### src/verilog/ext_pkg.sv
// external bus package
// bus widths, register offsets and the address rule table shared by the blocks
`default_nettype none

package ext_pkg;

  localparam int ADDR_W = 32;
  localparam int DATA_W = 32;
  localparam int BE_W   = DATA_W / 8;

  typedef logic [ADDR_W-1:0] addr_t;
  typedef logic [DATA_W-1:0] data_t;
  typedef logic [BE_W-1:0]   be_t;

  // register targets behind the decoder
  localparam int NUM_TARGETS = 2;

  typedef logic [$clog2(NUM_TARGETS)-1:0] target_idx_t;

  localparam target_idx_t PWR_IDX    = 0;
  localparam target_idx_t MEMCFG_IDX = 1;

  typedef struct packed {
    target_idx_t idx;
    addr_t       start_addr;
    addr_t       end_addr;
  } addr_rule_t;

  // end addresses are inclusive
  localparam addr_rule_t EXT_ADDR_RULES [NUM_TARGETS] = '{
    '{idx: PWR_IDX,    start_addr: 32'h0000_0000, end_addr: 32'h0000_0FFF},
    '{idx: MEMCFG_IDX, start_addr: 32'h0000_1000, end_addr: 32'h0000_1FFF}
  };

  // word index inside a target
  localparam int REG_IDX_MSB = 11;
  localparam int REG_IDX_LSB = 2;

  localparam addr_t REG_SWITCH_OFFSET = 32'h0;
  localparam addr_t REG_ACK_OFFSET    = 32'h4;
  localparam addr_t REG_WAIT_OFFSET   = 32'h0;

  localparam int WAIT_W = 4;

endpackage

`default_nettype wire

### src/verilog/ext_ifs.sv
// register bus and OBI interfaces used between the blocks of the external side
`default_nettype none


interface obi_if;
  logic           req;
  logic           we;
  ext_pkg::be_t   be;
  ext_pkg::addr_t addr;
  ext_pkg::data_t wdata;
  logic           gnt;
  logic           rvalid;
  ext_pkg::data_t rdata;

  modport manager (
    output req, we, be, addr, wdata,
    input  gnt, rvalid, rdata
  );

  modport subordinate (
    input  req, we, be, addr, wdata,
    output gnt, rvalid, rdata
  );
endinterface

`default_nettype wire

### src/verilog/obi_fifo.sv
// OBI request FIFO
// buffers requests for the slow memory, responses pass straight back in order
`default_nettype none

module obi_fifo #(
  parameter int FIFO_DEPTH = 4
) (
  input  logic           clk_i,
  input  logic           reset_i,
  input  logic           req_i,
  input  logic           we_i,
  input  ext_pkg::be_t   be_i,
  input  ext_pkg::addr_t addr_i,
  input  ext_pkg::data_t wdata_i,
  output logic           gnt_o,
  output logic           rvalid_o,
  output ext_pkg::data_t rdata_o,
  obi_if.manager         down
);

  localparam int PTR_W = FIFO_DEPTH > 1 ? $clog2(FIFO_DEPTH) : 1;
  localparam int CNT_W = $clog2(FIFO_DEPTH + 1);

  typedef enum logic [1:0] {
    FIFO_EMPTY,
    FIFO_PARTIAL,
    FIFO_FULL
  } fifo_state_e;

  fifo_state_e    state_q, state_d;
  logic [PTR_W-1:0] wr_ptr_q, rd_ptr_q;
  logic [CNT_W-1:0] cnt_q, cnt_d;
  logic           push, pop;

  logic           we_mem    [FIFO_DEPTH];
  ext_pkg::be_t   be_mem    [FIFO_DEPTH];
  ext_pkg::addr_t addr_mem  [FIFO_DEPTH];
  ext_pkg::data_t wdata_mem [FIFO_DEPTH];

  assign gnt_o = (state_q != FIFO_FULL);
  assign push  = req_i && gnt_o;
  assign pop   = down.req && down.gnt;

  assign cnt_d = cnt_q + CNT_W'(push) - CNT_W'(pop);

  always_comb begin
    if (cnt_d == '0) begin
      state_d = FIFO_EMPTY;
    end else if (cnt_d == CNT_W'(FIFO_DEPTH)) begin
      state_d = FIFO_FULL;
    end else begin
      state_d = FIFO_PARTIAL;
    end
  end

  always_ff @(posedge clk_i) begin
    if (reset_i) begin
      state_q  <= FIFO_EMPTY;
      cnt_q    <= '0;
      wr_ptr_q <= '0;
      rd_ptr_q <= '0;
    end else begin
      state_q <= state_d;
      cnt_q   <= cnt_d;
      if (push) begin
        wr_ptr_q <= (wr_ptr_q == PTR_W'(FIFO_DEPTH - 1)) ? '0 : wr_ptr_q + 1'b1;
      end
      if (pop) begin
        rd_ptr_q <= (rd_ptr_q == PTR_W'(FIFO_DEPTH - 1)) ? '0 : rd_ptr_q + 1'b1;
      end
    end
  end

  always_ff @(posedge clk_i) begin
    if (push) begin
      we_mem[wr_ptr_q]    <= we_i;
      be_mem[wr_ptr_q]    <= be_i;
      addr_mem[wr_ptr_q]  <= addr_i;
      wdata_mem[wr_ptr_q] <= wdata_i;
    end
  end

  // oldest entry stays on the bus until the memory grants it
  assign down.req   = (state_q != FIFO_EMPTY);
  assign down.we    = we_mem[rd_ptr_q];
  assign down.be    = be_mem[rd_ptr_q];
  assign down.addr  = addr_mem[rd_ptr_q];
  assign down.wdata = wdata_mem[rd_ptr_q];

  assign rvalid_o = down.rvalid;
  assign rdata_o  = down.rdata;

endmodule

`default_nettype wire

### src/flat_wrapper.sv
// flat-port wrapper written by rule: the top's interface ports become plain ports
module obi_fifo_flat 
#(
  parameter int FIFO_DEPTH = 4
)
  (clk_i, reset_i, req_i, we_i, be_i, addr_i, wdata_i, gnt_o, rvalid_o, rdata_o, down_req, down_we, down_be, down_addr, down_wdata, down_gnt, down_rvalid, down_rdata);
  obi_if down_i ();
  input  logic clk_i;
  input  logic reset_i;
  input  logic req_i;
  input  logic we_i;
  input  ext_pkg::be_t be_i;
  input  ext_pkg::addr_t addr_i;
  input  ext_pkg::data_t wdata_i;
  output logic gnt_o;
  output logic rvalid_o;
  output ext_pkg::data_t rdata_o;
  output wire logic [$bits(down_i.req)-1:0] down_req;
  output wire logic [$bits(down_i.we)-1:0] down_we;
  output wire logic [$bits(down_i.be)-1:0] down_be;
  output wire logic [$bits(down_i.addr)-1:0] down_addr;
  output wire logic [$bits(down_i.wdata)-1:0] down_wdata;
  input wire logic [$bits(down_i.gnt)-1:0] down_gnt;
  input wire logic [$bits(down_i.rvalid)-1:0] down_rvalid;
  input wire logic [$bits(down_i.rdata)-1:0] down_rdata;
  assign down_req = down_i.req;
  assign down_we = down_i.we;
  assign down_be = down_i.be;
  assign down_addr = down_i.addr;
  assign down_wdata = down_i.wdata;
  assign down_i.gnt = down_gnt;
  assign down_i.rvalid = down_rvalid;
  assign down_i.rdata = down_rdata;
  obi_fifo #(.FIFO_DEPTH(FIFO_DEPTH)) u_core (.clk_i(clk_i), .reset_i(reset_i), .req_i(req_i), .we_i(we_i), .be_i(be_i), .addr_i(addr_i), .wdata_i(wdata_i), .gnt_o(gnt_o), .rvalid_o(rvalid_o), .rdata_o(rdata_o), .down(down_i));
endmodule
### config.mk
export PLATFORM = sky130hd
export DESIGN_NAME = obi_fifo_flat
export DESIGN_NICKNAME = d
export VERILOG_FILES = /design/src/verilog/ext_pkg.sv /design/src/verilog/ext_ifs.sv /design/src/verilog/obi_fifo.sv /design/src/flat_wrapper.sv
export SDC_FILE = /design/constraint.sdc
export NUM_CORES = 1
export LEC_CHECK = 0
export BUFFER_PORTS_ARGS = -buffer_cell sky130_fd_sc_hd__buf_2
export CAP_MARGIN = 10
export CORE_ASPECT_RATIO = 1.5
export CORE_MARGIN = 2
export CORE_UTILIZATION = 50
export CTS_CLUSTER_DIAMETER = 30
export DETAILED_ROUTE_END_ITERATION = 10
export HOLD_SLACK_MARGIN = 0.12
export PLACE_DENSITY = 0.73
export SLEW_MARGIN = 20
export SYNTH_ARGS = -nofsm -noshare
export SYNTH_HDL_FRONTEND = slang
export SYNTH_SLANG_ARGS = --single-unit
### constraint.sdc
create_clock -name clk_i -period 3.8 [get_ports clk_i]
set_input_delay 0.57 -clock clk_i [delete_from_list [all_inputs] [get_ports clk_i]]
set_output_delay 0.57 -clock clk_i [all_outputs]
set_load 0.02 [all_outputs]
==> results of run 1 <==
## logic make-up (layout without fill, tap and decap cells)
family / after synthesis / after routing
DFF: 287 / 287
muxes: 70 / 70
buffers and inverters: 58 / 225
and+or+nand+nor: 20 / 20
adders and majority gates: 8 / 8
AOI/OAI and AO/OA: 5 / 5
xor gates and xnor gates: 2 / 2
other: 0 / 2
## placed cells by master (no fill, tap or decap), drive strengths merged
cell type and n:
edfxtp 276, buf 148, mux4 69, clkbuf 44
inv 15, dfxtp 11, clkinv 10, ha 7
nor2 5, and3 4, clkinvlp 4, bufinv 4
diode 2, nor2b 2, a21oi 2, o31ai 2
xnor2 2, nand2b 1, and2 1, o21ai 1
or2 1, or3 1, nand2 1, nor3 1
nand3 1, mux2i 1, nand4b 1, nor4 1
fa 1
## synth_stat cells (3+ instances only)
cell type,count,area share
edfxtp_1,276,0.77
nor2_1,5,0.0017
ha_1,7,0.0082
buf_2,3,0.0014
dfxtp_1,11,0.021
clkbuf_1,7,0.0024
and3_1,4,0.0023
inv_1,7,0.0024
mux4_2,69,0.14
buf_4,38,0.027
## metrics by stage
stage | utilization | total power, mW | hold slack [ns] | instance area (µm²)
after detailed placement | 0.545 | 5.91 | 0.529 | 11500
after floorplan | - | 5.39 | 0.471 | 10700
after global placement | 0.545 | 5.84 | 0.468 | 11500
final | 0.611 | 9.40 | 0.292 | 12900
after global routing | 0.611 | 9.77 | 0.271 | 12900
after CTS | 0.607 | 9.52 | 0.268 | 12800
## layer usage
| metal | GRT usage | vias to the layer above |
|---|---|---|
| li1 | - | 2126 |
| met1 | 0.194 | 2493 |
| met2 | 0.312 | 150 |
| met3 | 0.0400 | 39 |
| met4 | 0.0659 | 0 |
| met5 | 0 | - |
## where the power goes
group / internal (mW) / switching (mW) / total (mW)
Clock: 2.27 / 1.32 / 3.59
Sequential: 3.87 / 0.194 / 4.07
Combinational: 0.760 / 0.989 / 1.75
Total: 6.90 / 2.50 / 9.40
## worst max path at each step
stage                 startpoint                    end  slack [ns]  cells past startpoint
2_1_floorplan  u_core.state_q[0]  u_core.addr_mem[0][0]        0.90                      3
3_3_place_gp                flop          down_addr[16]        1.24                      3
3_5_place_dp                flop          down_addr[16]        1.22                      3
4_1_cts                     flop          down_addr[16]        0.70                      3
5_1_grt                     flop          down_addr[16]        0.63                      3
6_report                    flop         down_wdata[31]        0.82                      3
## sequential cells by signal, indices dropped and copies added, names as in the netlist, named ones only
register / flops
u_core.be_mem: 16
u_core.we_mem: 4
u_core.addr_mem: 128
u_core.state_q: 2
u_core.cnt_q: 3
u_core.wr_ptr_q: 2
u_core.rd_ptr_q: 2
u_core.wdata_mem: 128
## worst max-delay path: stages, from the launching register on
cell	delay (ns)
dfxtp_4	0.85
buf_4	0.36
mux4_2	0.53
buf_2	0.17
## cell type report
class	instances	area share
Timing Repair Buffer	148	0.0636
Sequential cell	287	0.661
Antenna cell	2	0.000389
Multi-Input combinational cell	105	0.144
Clock inverter	26	0.0223
Tap cell	268	0.0260
Clock buffer	44	0.0806
Inverter	7	0.00204
==> qor.csv, run 1 <==
stage,metric,value,unit
run_status,status,completed,
timing,slew-limit-headroom,0.288,
placed_design,place_ws,1.22,ns
floorplan,start_util,0.510,
finish,fillers,1474,
run,maxCapViolCount,0,
synth,synth-simple-area-share,0.0103,
synth,synth_top_family_by_area,multiplexers,
worst_setup_path,cp.required,3.23,ns
worst_setup_path,crit_path_max_fanout,36,
timing,fin_skew,0.00913,ns
timing,setup_ws,0.820,ns
floorplan,ios,210,
floorplan,rows,65,
worst_setup_path,r2r-end,u_core.state_q[1],
finish,area_growth,19.8,%
synth,ys.flop_type,edfxtp_1,
clock_network,cts_tree,yes,
worst_setup_path,crit_path_end_kind,output port,
worst_setup_path,startpoint_type,flop,
global_route,grt_pass1_wl,29100,µm
clock_network,cts-htree-levels,2,
floorplan,die_area,22700,µm²
timing,finalSetupViolCount,0,
detailed_routing,vias,4808,
timing,fmax,336,MHz
synth,synth_warnings,0,
power,power_leakage,4.38,nW
synth,synth_compound_area_frac,0.00280,
clock_network,clock_sinks,287,
finish,multiInputGateArea,1850,µm²
placed_design,io_buffer_count,143,
worst_setup_path,r2r_start,u_core.state_q[0],
timing,period_needed,2.98,ns
floorplan,fp.dieH,184,µm
placed_design,place_hpwl,11000,µm
detailed_routing,wirelength,19200,µm
detailed_routing,drt-initial-drc-count,303,
min_path,holdPathStages,1,
finish,final_nets,701,
worst_setup_path,worstPathArrival,2.41,ns
detailed_routing,routedWlPerCell,21.7,µm
worst_setup_path,worst-setup-path-type,flop to output port,
timing,final_hold_viol_count,0,
clock_network,cts-buffers-inserted,38,
worst_setup_path,ff2ff_path_depth,7,
clock_network,root_buffer,clkbuf_16,
detailed_routing,vias_per_cell,5.42,
global_route,grt_overflow,0,
finish,fin_cells,887,
finish,drive_gt1_frac,0.464,
synth,synth_mux_area_frac,0.146,
synth,ys_types,28,
timing,setup-tns-final,0,ns
floorplan,core_region_area,21100,µm²
timing,period_share,0.784,
timing,worst_pin_slew,1.07,ns
timing,slew_violations,0,
detailed_routing,drtAntennaViolNets,0,
synth,yosys.area_share.xor_xnor,0.00163,
timing,rsz0062_at_grt,no,
global_route,antenna_found_initial,2,
clock_network,clkLatencyLatePin,0.49,ns
finish,ff_latch_area,8520,µm²
synth,synthAdderAreaFrac,0.0100,
detailed_routing,highest_layer,met4,
power,vdd_drop_max,0.527,mV
min_path,min_from,wdata_i[27],
global_route,grt_pass1_vias,5414,
synth,synth_seq_cells,287,
power,power_density,730,nW/µm²
synth,synth_area,10700,µm²
clock_network,cts_resized,0,
synth,syn_inst,450,
clock_network,clk_pin_slew_worst_paths,0.06,ns
synth,async_flop_share,0,
global_route,grt_usage,0.172,
clock_network,cts_setup_buffers,0,
synth,syn_nets,564,
synth,synth_edf_count,276,
detailed_routing,wl_met2,10500,µm
detailed_routing,wl_met1,7120,µm
placed_design,gp_congestion,0.720,
floorplan,die_x,124,µm
synth,ys_seq_area_frac,0.792,
detailed_routing,drc,0,
min_path,whs_endpoint,u_core.wdata_mem[1][27],
detailed_routing,first_pass_iters,4,
min_path,min_path_type,primary input to flop,
clock_network,clk_path_buf_depth,3,
synth,avgSynthCellArea,23.9,µm²
worst_setup_path,reg2reg_slack,1.56,ns
clock_network,hold_buffers,0,
detailed_routing,wl_met3,1150,µm
global_route,grt_max_degree,70,
placed_design,dp.cells,812,
Power figures use the tool's default switching activity.
==> run 2, diff against run 1 <==
CORE_UTILIZATION = 49   (was 50)
PLACE_DENSITY = 0.75   (was 0.73)
clock period = 2.55 ns   (was 3.8 ns; I/O delays follow)
==> qor.csv, run 2 (synthesis results as in run 1) <==
stage,metric,value,unit,change
finish,final_nets,776,,was 701
global_route,grt_max_degree,47,,was 70
floorplan,start_util,0.496,,was 0.510
global_route,grt_pass1_vias,5640,,was 5414
worst_setup_path,cp-endpoint,down_wdata[30],,was down_wdata[31]
worst_setup_path,r2r-end,u_core.state_q[1],,unchanged
clock_network,clk_path_buf_depth,3,,unchanged
floorplan,die_x,125,µm,was 124 µm
worst_setup_path,ff2ff_path_depth,7,,unchanged
timing,final_hold_viol_count,0,,unchanged
run,maxCapViolCount,0,,unchanged
timing,period_share,0.949,,
finish,area_growth,26.1,%,was 19.8%
clock_network,cts-buffers-inserted,36,,was 38
timing,rsz0062_at_grt,no,,unchanged
global_route,grtUsageMet1,0.209,,was 0.194
global_route,antenna_found_initial,0,,was 2
worst_setup_path,reg2reg_slack,0.30,ns,was 1.56 ns
clock_network,clkLatencyLatePin,0.49,ns,about the same
timing,period_needed,2.42,ns,
detailed_routing,vias_per_cell,5.41,,was 5.42
floorplan,fp.dieH,185,µm,was 184 µm
power,totalPowerFinal,14.1,mW,was 9.40 mW
clock_network,hold_buffers,68,,was 0
global_route,grt_usage,0.175,,was 0.172
floorplan,ios,210,,unchanged
clock_network,cts_tree,yes,,unchanged
clock_network,clock_sinks,287,,unchanged
timing,worst_pin_slew,0.601,ns,was 1.07 ns
detailed_routing,wirelength,20500,µm,was 19200 µm
worst_setup_path,startpoint_type,flop,,unchanged
timing,setup-tns-final,0,ns,unchanged
worst_setup_path,r2r_start,u_core.state_q[0],,unchanged
global_route,grt_overflow,0,,unchanged
clock_network,cts_setup_buffers,0,,unchanged
floorplan,die_area,23100,µm²,was 22700 µm²
min_path,holdPathStages,1,,unchanged
worst_setup_path,cp.required,2.17,ns,was 3.23 ns
finish,mostFrequentLayoutCell,edfxtp_1,,unchanged
global_route,grtUsageMet2,0.326,,was 0.312
floorplan,core_region_area,21600,µm²,was 21100 µm²
power,vdd_drop_max,0.941,mV,was 0.527 mV
clock_network,root_buffer,clkbuf_16,,unchanged
finish,top_regs,"u_core.addr_mem (128), u_core.wdata_mem (128), u_core.be_mem (16)",,unchanged
global_route,use_met3,0.0350,,was 0.0400
worst_setup_path,worstPathArrival,2.04,ns,was 2.41 ns
floorplan,rows,66,,was 65
worst_setup_path,worst-setup-path-type,flop to output port,,unchanged
placed_design,place_hpwl,12100,µm,was 11000 µm
finish,drive_gt1_frac,0.427,,was 0.464
run_status,status,completed,,unchanged
global_route,grt_pass1_wl,31200,µm,was 29100 µm
timing,slew_violations,0,,unchanged
timing,fin_skew,0.0145,ns,was 0.00913 ns
min_path,min_path_type,primary input to flop,,unchanged
timing,fmax,413,MHz,
power,power_leakage,4.69,nW,was 4.38 nW
detailed_routing,routedWlPerCell,21.3,µm,was 21.7 µm
detailed_routing,drt-initial-drc-count,330,,was 303
detailed_routing,drc,0,,unchanged
finish,num_antenna_cells,0,,was 2
worst_setup_path,crit_path_end_kind,output port,,unchanged
placed_design,io_buffer_count,143,,unchanged
clock_network,clk_pin_slew_worst_paths,0.06,ns,about the same
timing,slew-limit-headroom,0.599,,was 0.288
clock_network,cts-htree-levels,2,,unchanged
detailed_routing,drtAntennaViolNets,0,,unchanged
timing,finalSetupViolCount,0,,unchanged
placed_design,gp_congestion,0.693,,was 0.720
power,power_density,1040,nW/µm²,was 730 nW/µm²
global_route,busiest_layer,met2,,unchanged
detailed_routing,vias,5201,,was 4808
finish,layout_common_cells,"276 x edfxtp_1, 143 x buf_2, 69 x mux4_2",,unchanged
clock_network,cts_resized,0,,unchanged
worst_setup_path,crit_path_max_fanout,23,,was 36
detailed_routing,first_pass_iters,4,,unchanged
run 2: worst min path at each step:
stage               slack [ns]                from                 endpoint
CTS                       0.13         wdata_i[24]  u_core.wdata_mem[0][24]
detailed placement        0.51  u_core.rd_ptr_q[0]       u_core.rd_ptr_q[0]
global route              0.12         wdata_i[24]  u_core.wdata_mem[0][24]
finish                    0.14         wdata_i[24]  u_core.wdata_mem[0][24]
floorplan                 0.45             reset_i          u_core.cnt_q[0]
global placement          0.49  u_core.rd_ptr_q[0]       u_core.rd_ptr_q[0]
run 2: through the flow:
stage / setup slack (ns) / utilization / hold WS (ns) / instances / instance area [µm²]
final: 0.131 / 0.626 / 0.140 / 961 / 13500
after detailed placement: 0.325 / 0.536 / 0.513 / 828 / 11600
after global routing: 0.0183 / 0.626 / 0.124 / 961 / 13500
after floorplan: 0.414 / - / 0.454 / 450 / 10700
after CTS: 0.0726 / 0.626 / 0.126 / 961 / 13500
after global placement: 0.435 / 0.536 / 0.492 / 828 / 11600
run 2: area by class of cell:
type	count	area, µm²
clock buffer	40	937
fill	1498	8090
clock inverter	25	342
inverter	7	26.3
multi-input combinational	105	1850
timing repair buffer	225	1540
sequential	287	8520
tap	272	340
run 2: where the power goes:
part	internal [mW]	switching, mW
clock	3.33	1.96
sequential	5.76	0.164
combinational	1.21	1.65
run 2: worst max-delay path: stages (launching register included):
cell and delay [ns]:
dfxtp_4 0.35, buf_4 0.41, mux4_2 0.59, buf_2 0.18
run 2: metal layers:
layer | vias to the layer above | wire [µm]
li1 | 2270 | -
met1 | 2727 | 7960
met2 | 162 | 11200
met3 | 42 | 942
met4 | 0 | 351
met5 | - | 0
==> run 3, diff against run 2 <==
ABC_AREA = 1   (was default)
CELL_PAD_IN_SITES_DETAIL_PLACEMENT = 2   (was default)
CELL_PAD_IN_SITES_GLOBAL_PLACEMENT = 2   (was default)
CORE_UTILIZATION = 34   (was 49)
PLACE_DENSITY = default   (was 0.75)
PLACE_DENSITY_LB_ADDON = 0.1   (was default)
==> qor.csv, run 3 <==
stage,metric,value,unit,change
power,clockPowerShare,0.406,,was 0.375
clock_network,clkLatencyLatePin,0.55,ns,was 0.49 ns
detailed_routing,routedWlPerCell,21.6,µm,was 21.3 µm
clock_network,clock_sinks,287,,unchanged
finish,layout_common_cells,"276 x edfxtp_1, 153 x nor2_1, 143 x buf_2",,"was 276 x edfxtp_1, 143 x buf_2, 69 x mux4_2"
placed_design,placed_area,12000,µm²,was 11600 µm²
finish,mostFrequentLayoutCell,edfxtp_1,,unchanged
synth,ys_types,20,,was 28
worst_setup_path,r2r_start,u_core.state_q[1],,was u_core.state_q[0]
worst_setup_path,reg2reg_slack,0.54,ns,was 0.30 ns
detailed_routing,vias_per_cell,5.03,,was 5.41
worst_setup_path,cp.required,2.17,ns,about the same
worst_setup_path,r2r-end,u_core.state_q[1],,unchanged
timing,slew_violations,0,,unchanged
power,seqPwrFrac,0.345,,was 0.421
power,pwr-share-comb,0.249,,was 0.203
global_route,grt_pass1_wl,47200,µm,was 31200 µm
synth,syn_nets,889,,was 564
synth,syn_inst,775,,was 450
detailed_routing,first_pass_iters,4,,unchanged
global_route,grt_usage,0.185,,was 0.175
synth,synth_seq_cells,287,,unchanged
synth,synthTopCellsByArea,"edfxtp_1 75%, nor2_1 5.3%, o21ai_0 4.1%",,"was edfxtp_1 77%, mux4_2 14%, buf_4 2.7%"
synth,synth_warnings,0,,unchanged
synth,synth_top_cell_area_share,0.751,,was 0.772
synth,synth_commonest_cells,"276 x edfxtp_1, 157 x nor2_1, 90 x o21ai_0",,"was 276 x edfxtp_1, 69 x mux4_2, 38 x buf_4"
finish,fin_util,0.455,,was 0.626
power,vdd_drop_max,0.748,mV,was 0.941 mV
placed_design,gp_congestion,0.701,,was 0.693
worst_setup_path,crit_chain,bufbuf_16 > nor2_1 > o22ai_1 > buf_2,,was buf_4 > mux4_2 > buf_2
global_route,grt_max_degree,70,,was 47
detailed_routing,drc,0,,unchanged
placed_design,io_buffer_count,143,,unchanged
global_route,antenna_found_initial,2,,was 0
synth,ys_seq_area_frac,0.771,,was 0.792
detailed_routing,drt-initial-drc-count,294,,was 330
worst_setup_path,cp.depth,4,,was 3
worst_setup_path,ff2ff_path_depth,13,,was 7
finish,top_regs,"u_core.addr_mem (128), u_core.wdata_mem (128), u_core.be_mem (16)",,unchanged
detailed_routing,drtAntennaViolNets,0,,unchanged
placed_design,place_hpwl,17000,µm,was 12100 µm
timing,worst_pin_slew,0.586,ns,was 0.601 ns
worst_setup_path,critPathTopFamily,buffers and inverters,,unchanged
synth,synth_area,11000,µm²,was 10700 µm²
clock_network,cts_tree,yes,,unchanged
timing,period_share,0.946,,was 0.949
synth,yosys.area.top_type,edfxtp_1,,unchanged
finish,fillers,3104,,was 1498
floorplan,core_region_area,31900,µm²,was 21600 µm²
floorplan,die_area,33900,µm²,was 23100 µm²
timing,period_needed,2.41,ns,was 2.42 ns
finish,area_growth,31.8,%,was 26.1%
worst_setup_path,worst-setup-path-type,flop to output port,,unchanged
floorplan,die_x,151,µm,was 125 µm
worst_setup_path,worstPathArrival,2.03,ns,was 2.04 ns
synth,yosysMostFrequentCell,edfxtp_1,,unchanged
detailed_routing,wirelength,30900,µm,was 20500 µm
min_path,min_path_type,primary input to flop,,unchanged
floorplan,ios,210,,unchanged
timing,fin_skew,0.0201,ns,was 0.0145 ns
run,maxCapViolCount,0,,unchanged
worst_setup_path,startpoint_type,flop,,unchanged
detailed_routing,vias,7208,,was 5201
global_route,grt_overflow,0,,unchanged
global_route,grt_pass1_vias,8304,,was 5640
power,swShare,0.318,,was 0.268
power,power_leakage,5.27,nW,was 4.69 nW
clock_network,cts-htree-levels,2,,unchanged
floorplan,rows,80,,was 66
worst_setup_path,cp_num_buf_inv,2,,unchanged
floorplan,start_util,0.345,,was 0.496
synth,avgSynthCellArea,14.2,µm²,was 23.9 µm²
floorplan,fp.dieH,225,µm,was 185 µm
clock_network,cts-buffers-inserted,49,,was 36
finish,drive_gt1_frac,0.250,,was 0.427
power,totalPowerFinal,17.1,mW,was 14.1 mW
timing,final_hold_viol_count,0,,unchanged
finish,multiInputGateArea,1920,µm²,was 1850 µm²
synth,async_flop_share,0,,unchanged
worst_setup_path,crit_path_end_kind,output port,,unchanged
finish,final_nets,1095,,was 776
power,power_density,1170,nW/µm²,was 1040 nW/µm²
worst_setup_path,critPathMaxStageDelay,0.51,ns,was 0.59 ns
synth,ys.flop_type,edfxtp_1,,unchanged
worst_setup_path,crit_path_max_fanout,44,,was 23
synth,synth_edf_count,276,,unchanged
timing,fmax,415,MHz,was 413 MHz
power,power.internal,11.6,mW,was 10.3 mW
clock_network,root_buffer,clkbuf_16,,unchanged
finish,ff_latch_area,8510,µm²,was 8520 µm²
timing,slew-limit-headroom,0.609,,was 0.599
timing,rsz0062_at_grt,yes,,was no
clock_network,clk_pin_slew_worst_paths,0.05,ns,was 0.06 ns
run_status,status,completed,,unchanged
worst_setup_path,cp_slowest_cell,dfxtp_4,,was mux4_2
finish,design_area,14500,µm²,was 13500 µm²
worst_setup_path,cp-endpoint,down_addr[22],,was down_wdata[30]
timing,finalSetupViolCount,0,,unchanged
power,netSwitchingPower,5.42,mW,was 3.77 mW
clock_network,clk_path_buf_depth,3,,unchanged
[run 3: cell count changes after synthesis, moves of 10 or more]
cell	before	now
o21ai_1	0	52
inv_1	7	21
o21ai_0	1	90
buf_6	1	11
mux4_2	69	0
nor2_1	5	157
o22ai_1	0	69
[run 3: logic make-up (layout without fill, tap and decap cells)]
| family | Yosys count | after routing | share of synthesized area |
|---|---|---|---|
| adders and majority gates | 8 | 8 | 0.00975 |
| DFF | 287 | 287 | 0.771 |
| AOI/OAI and AO/OA | 212 | 212 | 0.104 |
| buffers and inverters | 100 | 347 | 0.0576 |
| and+or+nand+nor | 168 | 168 | 0.0573 |
| other | 0 | 1 | 0 |
[run 3: layout make-up]
class	count	area share
Inverter	23	0.00654
Timing Repair Buffer	232	0.119
Multi-Input combinational cell	388	0.132
Tap cell	410	0.0353
Clock buffer	59	0.0926
Clock inverter	33	0.0291
Antenna cell	1	0.000172
Sequential cell	287	0.586
[run 3: timing repair]
| action | 4_1_cts | 5_1_grt |
|---|---|---|
| endpoints found under the hold margin | 279 | 0 |
| hold buffers | 70 | 0 |
| cloned | 1 | 0 |
| endpoints found under the setup margin | 25 | 8 |
| gates resized for setup | 3 | 5 |
| buffers inserted | 1 | 0 |
[run 3: worst register-to-register path, cell delays in order (launching register included)]
cell	delay (ns)
dfxtp_1	0.31
inv_1	0.05
nand2_1	0.06
nand2_1	0.09
inv_1	0.08
ha_1	0.27
inv_1	0.04
ha_1	0.21
fa_1	0.42
inv_1	0.09
nand3_1	0.09
nand2_1	0.08
nand2_1	0.07
nor2_1	0.09
[run 3: through the flow]
| step | hold WS [ns] | setup TNS, ns | cells | setup WS [ns] |
|---|---|---|---|---|
| final | 0.278 | 0 | 1433 | 0.139 |
| after floorplan | 0.454 | -115.19 | 775 | -0.417 |
| after CTS | 0.256 | 0 | 1432 | 0.0475 |
| after detailed placement | 0.538 | 0 | 1268 | 0.466 |
| after global placement | 0.502 | 0 | 1268 | 0.522 |
| after global routing | 0.305 | -0.0272 | 1433 | -0.0167 |
[run 3: how the worst min path moves through the flow]
stage | start | endpoint | slack (ns) | cells past startpoint
5_1_grt | down_gnt | u_core.rd_ptr_q[0] | 0.31 | 4
3_3_place_gp | u_core.rd_ptr_q[1] | u_core.rd_ptr_q[1] | 0.50 | 2
6_report | down_gnt | u_core.rd_ptr_q[0] | 0.28 | 4
4_1_cts | down_gnt | u_core.rd_ptr_q[0] | 0.26 | 4
3_5_place_dp | u_core.rd_ptr_q[0] | u_core.rd_ptr_q[0] | 0.54 | 2
2_1_floorplan | reset_i | u_core.cnt_q[0] | 0.45 | 1
[run 3: power by group through the flow]
stage                     Sequential (mW)  Clock, mW  Combinational [mW]
final                                5.89       6.93                4.25
after floorplan                      5.92          0                2.66
after global routing                 5.93       7.27                4.67
after global placement               5.95          0                3.95
after CTS                            5.89       7.07                4.33
after detailed placement             5.99          0                4.11
[run 3: per-layer routing]
layer  vias to the layer above  share of wire  global-route usage  wire (µm)
met5                         -        0.00052                   0         16
li1                       3271              -                   -          -
met4                         2          0.026              0.0600        789
met1                      3693           0.39               0.207      12000
met2                       186           0.54               0.341      16600
met3                        56          0.050              0.0438       1530
